## config.mk

```make
export PLATFORM = sky130hd
export DESIGN_NAME = spi_front
export DESIGN_NICKNAME = d
export VERILOG_FILES = /design/src/verilog/spi_chk_pkg.sv /design/src/verilog/spi_front.sv
export SDC_FILE = /design/constraint.sdc
export NUM_CORES = 1
export LEC_CHECK = 0
export BUFFER_PORTS_ARGS = -buffer_cell sky130_fd_sc_hd__buf_2
export CORE_MARGIN = 2
export CORE_UTILIZATION = 27
export CTS_CLUSTER_SIZE = 25
export DETAILED_ROUTE_END_ITERATION = 12
export MAX_ROUTING_LAYER = met4
export SYNTH_ARGS = -nofsm -noshare
export SYNTH_HDL_FRONTEND = slang
export SYNTH_SLANG_ARGS = --single-unit
```

## constraint.sdc

```tcl
create_clock -name clk -period 1.9 [get_ports clk]
set_input_delay 0.095 -clock clk [delete_from_list [all_inputs] [get_ports clk]]
set_output_delay 0.095 -clock clk [all_outputs]
set_load 0.1 [all_outputs]
```

## src/verilog/spi_chk_pkg.sv

```systemverilog
package spi_chk_pkg;

	// ============================
	// Internal buses
	// ============================

	typedef struct packed {
		logic       frame_start;
		logic       frame_end;
		logic       sck_edge;    // Either edge of synchronized sck
		logic       byte_valid;
		logic [7:0] rx_byte;
		logic       partial;     // Frame ended with bits pending
	} spi_evt_t;

	typedef struct packed {
		logic       enable;
		logic [7:0] seed;
		logic [7:0] target;
	} chk_cfg_t;

	typedef struct packed {
		logic [7:0] byte_cnt;
		logic [7:0] match_cnt;
		logic       timeout;
	} chk_cnt_t;

	typedef struct packed {
		logic busy;
		logic done_set;
		logic err_set;
	} chk_flag_t;

	typedef enum logic [1:0] {
		IDLE    = 2'd0,
		RECEIVE = 2'd1,
		DRAIN   = 2'd2
	} fsm_state_t;

	// ============================
	// Register map
	// ============================

	localparam logic [7:0] REG_CTRL   = 8'h00;
	localparam logic [7:0] REG_TARGET = 8'h04;
	localparam logic [7:0] REG_STATUS = 8'h08;  // Done and error are W1C
	localparam logic [7:0] REG_COUNTS = 8'h0C;

endpackage

```

## src/verilog/spi_front.sv

```systemverilog
`timescale 1ns/1ps

module spi_front #(
	parameter int SYNC_STAGES = 2
) (
	input  logic                  clk,
	input  logic                  rst_n,
	input  logic                  sck,
	input  logic                  ssel,
	input  logic                  mosi,
	input  logic [7:0]            byte_cnt,
	output logic                  miso,
	output spi_chk_pkg::spi_evt_t evt
);

	logic [SYNC_STAGES-1:0][2:0] sync_q;  // {sck, ssel, mosi}
	logic                        sck_s;
	logic                        ssel_s;
	logic                        mosi_s;
	logic                        sck_d;
	logic                        ssel_d;
	logic                        sck_rise;
	logic                        sck_fall;
	logic                        ssel_active;
	logic [2:0]                  bit_cnt;
	logic [6:0]                  shift_q;
	logic [7:0]                  tx_q;
	logic                        load_q;

	// ============================
	// Synchronizers and edges
	// ============================

	always_ff @(posedge clk or negedge rst_n) begin
		if (!rst_n) begin
			sync_q <= {SYNC_STAGES{3'b010}};  // ssel idles high
			sck_d  <= 1'b0;
			ssel_d <= 1'b1;
		end else begin
			sync_q[0] <= {sck, ssel, mosi};
			for (int i = 1; i < SYNC_STAGES; i++) begin
				sync_q[i] <= sync_q[i-1];
			end
			sck_d  <= sck_s;
			ssel_d <= ssel_s;
		end
	end

	assign {sck_s, ssel_s, mosi_s} = sync_q[SYNC_STAGES-1];
	assign sck_rise    = sck_s & ~sck_d;
	assign sck_fall    = ~sck_s & sck_d;
	assign ssel_active = ~ssel_s;

	// ============================
	// Receive path
	// ============================

	always_ff @(posedge clk or negedge rst_n) begin
		if (!rst_n) begin
			bit_cnt <= '0;
		end else if (!ssel_active) begin
			bit_cnt <= '0;
		end else if (sck_rise) begin
			bit_cnt <= bit_cnt + 3'd1;
		end
	end

	always_ff @(posedge clk) begin
		if (ssel_active && sck_rise) begin
			shift_q <= {shift_q[5:0], mosi_s};  // MSB first
		end
	end

	always_comb begin
		evt             = '0;
		evt.frame_start = ssel_d & ~ssel_s;
		evt.frame_end   = ~ssel_d & ssel_s;
		evt.sck_edge    = sck_rise | sck_fall;
		evt.byte_valid  = ssel_active & sck_rise & (bit_cnt == 3'd7);
		evt.rx_byte     = {shift_q, mosi_s};
		evt.partial     = ~ssel_d & ssel_s & (bit_cnt != 3'd0);
	end

	// ============================
	// Transmit path
	// ============================

	always_ff @(posedge clk or negedge rst_n) begin
		if (!rst_n) begin
			load_q <= 1'b0;
			tx_q   <= '0;
		end else begin
			load_q <= evt.frame_start | evt.byte_valid;  // Counts settle one cycle later
			if (load_q) begin
				tx_q <= byte_cnt;
			end else if (ssel_active && sck_fall && bit_cnt != 3'd0) begin
				tx_q <= {tx_q[6:0], 1'b0};  // Hold MSB across byte boundary
			end
		end
	end

	assign miso = tx_q[7];

	// Eight rising edges take at least 15 cycles of unbroken frame
	a_byte_in_frame: assert property (@(posedge clk) disable iff (!rst_n)
		evt.byte_valid |-> !$past(ssel, SYNC_STAGES) && $past(ssel_active, 14));

endmodule

```

Word-level counts from Yosys, hierarchy flattened
Cells that the tools add are included.
Word-level totals
  flip-flop bits (word level): 27
  input bits: 13
  word-level logic and storage cells: 33
Operators by class
  add/subtract/negate cells: 1
  equality and inequality tests: 1
  muxes and demuxes: 4
  bitwise logic cells: 13
  reductions and logical operators: 6
Operator list (count)
  8-bit 2-to-1 mux: 2
  1-bit AND: 7
  3-bit 2-to-1 mux: 2
  1-bit NOT: 4
  2-bit nonzero test: 2
  3-bit by 1-bit adder with 3-bit output, second input constant: 1
  3-bit == test, second input constant: 1
  1-bit logical AND: 3
  3-bit nonzero test: 1
  1-bit bitwise OR: 2

Logic depth before layout (Yosys ltp)
Gate-level depths: netlist of run 1.
  word-level depth: 6
  mapped depth: 7

Worst setup path after synthesis of run 1
OpenSTA, ideal clock, no wires.
  path kind: reg-to-output
  start: register sync_q (netlist bit ssel_s)
  end: output evt[0] (netlist name)
  arrival time: 3422 ps
  setup slack: -1617 ps
  cell stages (with the launch flop): 3
  path buffers: 0
  path through: dfstp_2 -> nor2b_1 -> nor2b_1
RTL lines
  start: declaration: line spi_front.sv:16  | logic [SYNC_STAGES-1:0][2:0] sync_q;
  start signal: assignment: line spi_front.sv:36  | sync_q <= {SYNC_STAGES{3'b010}};
  start signal: indexed assignment: line spi_front.sv:42  | sync_q[i] <= sync_q[i-1];
  end: declaration: line spi_front.sv:13  | output spi_chk_pkg::spi_evt_t evt

==> results.md, run 1 <==
- The run finished with clean final reports.
- Dividing the final minimum period by the clock period gives 0.901.
- Clock tree synthesis inserted a total of 3 buffers.
- In this run the cell area measured after placement is roughly 1300 µm².
- Entering global routing, the biggest net connects 21 pins.
- The number of failing setup endpoints in the final timing report is 0.
- For this run the aggregate overflow at the end of global routing stands at 0.
- For this run, the top clock speed supported by timing is roughly 0.58 GHz.
- The netlist uses 23 different library cells.
- The global-route usage over all layers is 0.0947.
- The cell count after synthesis is between 80 and 90.
- Leaving out fill and tap cells, the most frequent cell in the layout is buf_2.
- The worst register-to-register path begins at bit_cnt[0].
- The wire length of the first global-routing pass is between 3 and 4 mm.
- After the last flow step, the layout net total stands at 131.
- The layout-stage area growth over the synthesis result is 25.5%.
- After detailed routing, the average wire length per cell comes to 12.2 µm.
- In this run the mean area of a mapped cell was between 10 and 15 µm².
- Power spread over the standard cell area amounts to between 800 and 900 nW/µm².
- The sink count of the clock tree is 27.
- STA classifies the critical path startpoint as a flop.
- The worst min-delay path class is in2reg.
- The hold path startpoint is byte_cnt[0].
- The total wirelength of the detailed-routed design is just under 2 mm.
- The effective utilization at floorplan is 0.281.
- In this run the horizontal extent of the chip is roughly 68 µm.
- Counting tap cells, the placed design contains a total of 154 instances.
- Counting every net in the synthesized netlist gives just under 100.
- The total number of placement rows is 23.
- Max-cap violations in this run came to 0.
- The overall via count from detail_route is between 700 and 800.
- The data required time at the worst endpoint is 1800 ps.
- The count of instances resized after the clock tree is built is 0.
- The full die area is 4690 µm².
- The sequential share of the synthesized area is 0.637.
- The floorplan step set the die height to approximately 68 µm.
- In the final layout, the share of cells above drive strength 1 is 0.357.
- For the final routed database, the setup TNS stands at 0 ps.
- The endpoint arrival time on the critical path is roughly 1600 ps.
- The maximum VDD drop is roughly 0.00031 V.
- The minimum clock period is 1710 ps.
- The finished cells cover 1410 µm².
- The TritonCTS clock tree is built.
- The number of antenna violations at the first check in global routing is 0.
- In this run the worst path has a maximum fanout of 8.
- The worst pin sits at a relative slew slack of 0.662.
- The root buffer cell chosen for the clock tree is clkbuf_8.
- The critical path is of the reg2out type.
- Summed over all cells, the static leakage comes to approximately 0.64 nW.
- The latest clock arrival within the worst-skew pair is between 200 and 300 ps.
- The floorplan step defined a core boundary enclosing about 4000 µm².
- The average vias per placed instance is 4.37.
- The worst clock skew is about 3.6 ps.
- Setup repair after global routing left no endpoint under its margin.
- The register-to-register path setup slack is about 340 ps.
- The number of stages on the worst hold path is 3.
- The synthesized area is between 1000 and 1500 µm².
- STA classifies the critical path endpoint as a primary output.
- In this run the remaining antenna-violating nets after routing total 0.
- The number of global-route vias before repair is around 700.
- The total inserted antenna cells is 0.
- In this run the number of H-tree levels came out at 1.
- The number of design rule violations left after detail routing is 0.
- The deepest clock path buffer count is 2.
- For this block, the initial DRC count from the detailed router was 23.
- During synthesis, Yosys emitted a total of 0 warnings.
- In the layout the commonest cells are 25 x buf_2, 17 x dfrtp_1, 8 x nor2b_1.
- After synthesis the netlist holds a flip-flop and latch count of 27.
- For this run, the number of standard cells in the final layout without fillers is around 160.
- The worst-case hold path end point is tx_q[0].
- The placer's final routability congestion estimate is about 0.7.
- 27 I/O pins were placed.
- The final count of hold timing violations was 0.
- Clock-pin slew was measured on the worst setup and hold paths at ~90 ps.
- The sum of net half-perimeters after detailed placement is between 1 and 1.5 mm.
- The final max-slew violation count is 0.
- The number of buffer cells added on primary ports is 26.
- The slew at the pin closest to its max-slew limit is roughly 510 ps.
- The number of iterations in the first detailed-routing pass is 4.
- The worst register-to-register path has a depth of 5.
- The worst register-to-register path ends at tx_q[5].
==> worst max-delay path: stages, from the launching register on <==
cell and delay (ps):
dfstp_2 600, nor2b_4 170, nor2b_4 150, buf_2 430
==> how the worst max path moves through the flow <==
stage | from | to | slack (ps) | cells after the start
global route | bit_cnt[0] | evt[0] | 110 | 5
global placement | bit_cnt[0] | tx_q[2] | 390 | 5
finish | ssel_s | evt[0] | 190 | 3
CTS | ssel_s | evt[0] | 160 | 3
detailed placement | bit_cnt[0] | tx_q[5] | 350 | 5
floorplan | ssel_s | evt[0] | 40 | 2
==> per-layer routing <==
metal | wire length (µm) | GRT usage | up-vias
met5 | 0 | - | -
met4 | 14 | 0.0525 | 0
met3 | 84 | 0.0214 | 2
met2 | 911 | 0.135 | 19
met1 | 964 | 0.124 | 348
li1 | - | - | 339
==> Yosys cell counts, drive strengths merged <==
cell type  instances  area (µm²)
inv                5        18.8
ha                 5        62.6
buf                4        35.0
clkbuf             1        3.75
mux2i              2        20.0
nand2b             1        13.8
nand2              1        3.75
and2               1        6.26
edfxtp             7         210
nor2b             10        62.6
or2                2        12.5
a221o              7        70.1
nor4b              1        8.76
xnor2              1        8.76
nor2               3        11.3
dfrtp             17         425
and2b              2        15.0
o21ai              2        10.0
nor3b              6        45.0
dfstp              3        78.8
==> power by group <==
| part | total [mW] | internal [mW] | leakage [nW] | switching (mW) |
|---|---|---|---|---|
| Sequential | 0.659 | 0.638 | 0.307 | 0.0216 |
| Combinational | 0.229 | 0.0764 | 0.304 | 0.153 |
| Clock | 0.322 | 0.147 | 0.0255 | 0.175 |
| Total | 1.21 | 0.861 | 0.637 | 0.350 |
==> per-stage QoR <==
stage	hold WS (ps)	power [mW]	util	setup slack [ps]
floorplan	-201	0.845	-	43.8
global placement	62.6	0.889	0.331	385
detailed placement	76.0	0.896	0.331	350
CTS	28.5	1.23	0.352	158
global route	51.2	1.27	0.352	109
finish	36.8	1.21	0.352	188
==> what timing repair did <==
action | CTS | global route
endpoints found under the hold margin | 20 | 0
setup buffers | 0 | 0
hold buffers | 4 | 0
==> sequential cells by signal (all words and copies together) (netlist names) <==
name and count:
ssel_d 1, ssel_s 1, sck_d 1, tx_q 8
load_q 1, bit_cnt 3, shift_q 7, sync_q 3
evt 1, sck_s 1
==> cell families after synthesis <==
group / share of synthesized area
AO/OA/AOI/OAI: 0.0714
adder cells (fa/ha/maj): 0.0557
XOR/XNOR: 0.00781
AND/OR/NAND/NOR: 0.159
buffers and inverters: 0.0513
flip-flops: 0.637
multiplexers: 0.0178
==> final cells by class <==
type,count,area (µm²)
clock buffer,3,41.3
clock inverter,1,5.00
fill,398,2590
inverter,5,18.8
multi-input combinational,44,367
sequential,27,714
tap,50,62.6
timing repair buffer,32,200
Note: power is estimated with default switching activity, not from simulation.
==> run 2, diff against run 1 <==
CORE_ASPECT_RATIO = 0.75   (was not set)
SLEW_MARGIN = 20   (was not set)
==> results.md, run 2 (same netlist as run 1, synthesis figures left out) <==
- The number of iterations in the first detailed-routing pass is 2 (was 4).
- The number of antenna violations at the first check in global routing was 0 (unchanged).
- The number of CTS-inserted buffers was 3 (unchanged).
- Highest-count cells in the layout ignoring fill and taps: 25 x buf_2, 17 x dfrtp_1, 8 x nor2b_1 (unchanged).
- The upper clock frequency limit is 0.590 GHz (was 0.584 GHz).
- The H-tree depth is 1 (unchanged).
- The maximum VDD drop is 0.000308 V (was 0.000313 V).
- The clock input transition at the sequential cells of the worst setup and hold paths was 90 ps (about the same).
- The largest register by flop count is tx_q (unchanged).
- The wire length of the first global-routing pass came to 3.20 mm (was 3.11 mm).
- The hold path startpoint is byte_cnt[0] (unchanged).
- The startpoint kind of the worst setup timing path is a flop (unchanged).
- The worst clock skew was 1.36 ps (was 3.57 ps).
- The number of antenna-violating nets in the routed design is 0 (unchanged).
- The leakage power of the design is 0.637 nW (unchanged).
- The total inserted antenna cells is 0 (unchanged).
- The post-layout net count is 131 (unchanged).
- The setup TNS is 0 ps (unchanged).
- The final core area utilization was 0.351 (was 0.352).
- The headroom to the max-slew limit is 0.672 (was 0.662).
- The layout-stage area growth over the synthesis result came to 26.1% (was 25.5%).
- The top metal layer carrying routed signals is met3 (was met4).
- The sum of routed wire segments on met1 is 913 µm (was 964 µm).
- The largest net degree at the start of global routing is 21 (unchanged).
- The number of design rule violations left after detail routing is 0 (unchanged).
- The number of cells on the worst reg-to-reg path is 5 (unchanged).
- The total wirelength of the detailed-routed design is 1.92 mm (was 1.97 mm).
- The top fanout value on the critical path is 8 (unchanged).
- Setup repair after global routing missed its margin: false (unchanged).
- The power density over the cells was 855 nW/µm² (was 859 nW/µm²).
- The final worst-path setup slack is 205 ps (was 188 ps).
- The worst slack at placement is 331 ps (was 350 ps).
- The final max-slew violation count is 0 (unchanged).
- The routed wirelength normalized by instance count was 11.5 µm (was 12.2 µm).
- The detailed-routed wire length on met3 came to 122 µm (was 84 µm).
- The overflow left after global routing was 0 (unchanged).
- The post-CTS setup repair buffer count came to 0 (unchanged).
- The number of stages on the worst hold path is 3 (unchanged).
- The share of cells above drive strength 1 is 0.357 (unchanged).
- The max-capacitance violation count was 0 (unchanged).
- The number of cells in the finished layout apart from fillers is 167 (was 162).
- The effective utilization at floorplan is 0.279 (was 0.281).
- The post-route total power came to 1.21 mW (about the same).
- The full die area is 4690 µm² (about the same).
- The global-route usage over all layers is 0.0923 (was 0.0947).
- The overall via count from detail_route is 706 (was 708).
- The sink count of the clock tree is 27 (unchanged).
- The number of placed cells counting well taps is 159 (was 154).
- The worst min-delay path class is in2reg (unchanged).
- The startpoint-to-endpoint class of the critical path was reg2out (unchanged).
- The number of buffer cells added on primary ports is 26 (unchanged).
- The number of filler instances in the final layout is 408 (was 398).
- The met2 wire length is 879 µm (was 911 µm).
- The post-route fraction of the period consumed by the critical path is 0.892 (was 0.901).
- The register-to-register path setup slack is 330 ps (was 340 ps).
- Status: finished clean (unchanged).
- The number of DRC markers after the initial detailed-route iteration is 12 (was 23).
- The worst-case hold path end point is tx_q[0] (unchanged).
- The final count of hold timing violations is 0 (unchanged).
- The beginning of the worst register-to-register path is bit_cnt[0] (unchanged).
- The floorplan die height is 59.8 µm (was 68.5 µm).
- The number of global-route vias before repair is 702 (was 699).
- Top Registers: tx_q (8), shift_q (7) (unchanged).
- The root cell of the clock tree is clkbuf_8 (unchanged).
- The TritonCTS clock tree was built (unchanged).
- The sum of net half-perimeters after detailed placement came to 1.36 mm (was 1.42 mm).
- The endpoint arrival time on the critical path is 1600 ps (was 1620 ps).
- The data required time at the worst endpoint is 1800 ps (about the same).
- The kind of capture point of the worst setup path is a primary output (unchanged).
- The flip-flop count of the largest register after layout is 8 (unchanged).
- The number of failing setup endpoints in the final timing report is 0 (unchanged).
- The latest clock arrival within the worst-skew pair is 270 ps (about the same).
- The boundary pin count is 27 (unchanged).
- The placer's final routability congestion estimate is 0.716 (was 0.682).
- The total number of placement rows is 20 (was 23).
- The minimum clock period is 1690 ps (was 1710 ps).
- The deepest clock path buffer count came to 2 (unchanged).
- The slew at the pin closest to its max-slew limit is 492 ps (was 508 ps).
- The most common library cell in the layout ignoring fill and taps is buf_2 (unchanged).
- The worst flop-to-flop path endpoint is tx_q[3] (was tx_q[5]).
- The total core area is 4030 µm² (was 4000 µm²).
- The floorplan die width was 78.4 µm (was 68.5 µm).
- The average vias per placed instance was 4.23 (was 4.37).
==> run 2: cell counts in the layout (fill, tap and decap cells not counted) <==
Identical to the previous run, type by type.
==> run 2: how the worst max path moves through the flow <==
stage / from / endpoint / slack (ps) / cells past startpoint
floorplan: ssel_s / evt[0] / 40 / 2
global placement: bit_cnt[0] / tx_q[6] / 370 / 5
detailed placement: bit_cnt[0] / tx_q[3] / 330 / 5
CTS: ssel_s / evt[0] / 180 / 3
global route: ssel_s / evt[0] / 120 / 3
finish: ssel_s / evt[0] / 210 / 3
==> run 2: layout make-up <==
cell class	instances	area, µm²	area share
inverters	5	18.8	0.0133
clock inverters	1	5.00	0.00354
repair buffers	32	200	0.141
well taps	55	68.8	0.0486
multi-input cells	44	367	0.259
flip-flops and latches	27	714	0.505
clock buffers	3	41.3	0.0292
==> run 2: where the power goes <==
part	internal [mW]	switching, mW
clock	0.147	0.175
sequential	0.638	0.0215
combinational	0.0762	0.153
==> run 2: repair_timing <==
action / 4_1_cts / 5_1_grt
hold buffers: 4 / 0
gates resized for setup: 0 / 0
hold endpoints to repair: 20 / 0
==> run 2: critical path, cell delays in order (launching register included) <==
cell,delay [ps]
dfstp_2,610
nor2b_4,170
nor2b_4,130
buf_2,420
==> run 2: per-layer routing <==
metal | vias up | global-route usage
met3 | 0 | 0.0438
met5 | - | -
met4 | 0 | 0.00752
met2 | 15 | 0.145
li1 | 339 | -
met1 | 352 | 0.114
==> run 2: per-stage QoR <==
stage                     instance area (µm²)  hold WS, ps
after CTS                                1420         48.2
final                                    1420         45.0
after floorplan                          1140         -201
after detailed placement                 1330         74.4
after global placement                   1330         67.2
after global routing                     1420         61.1
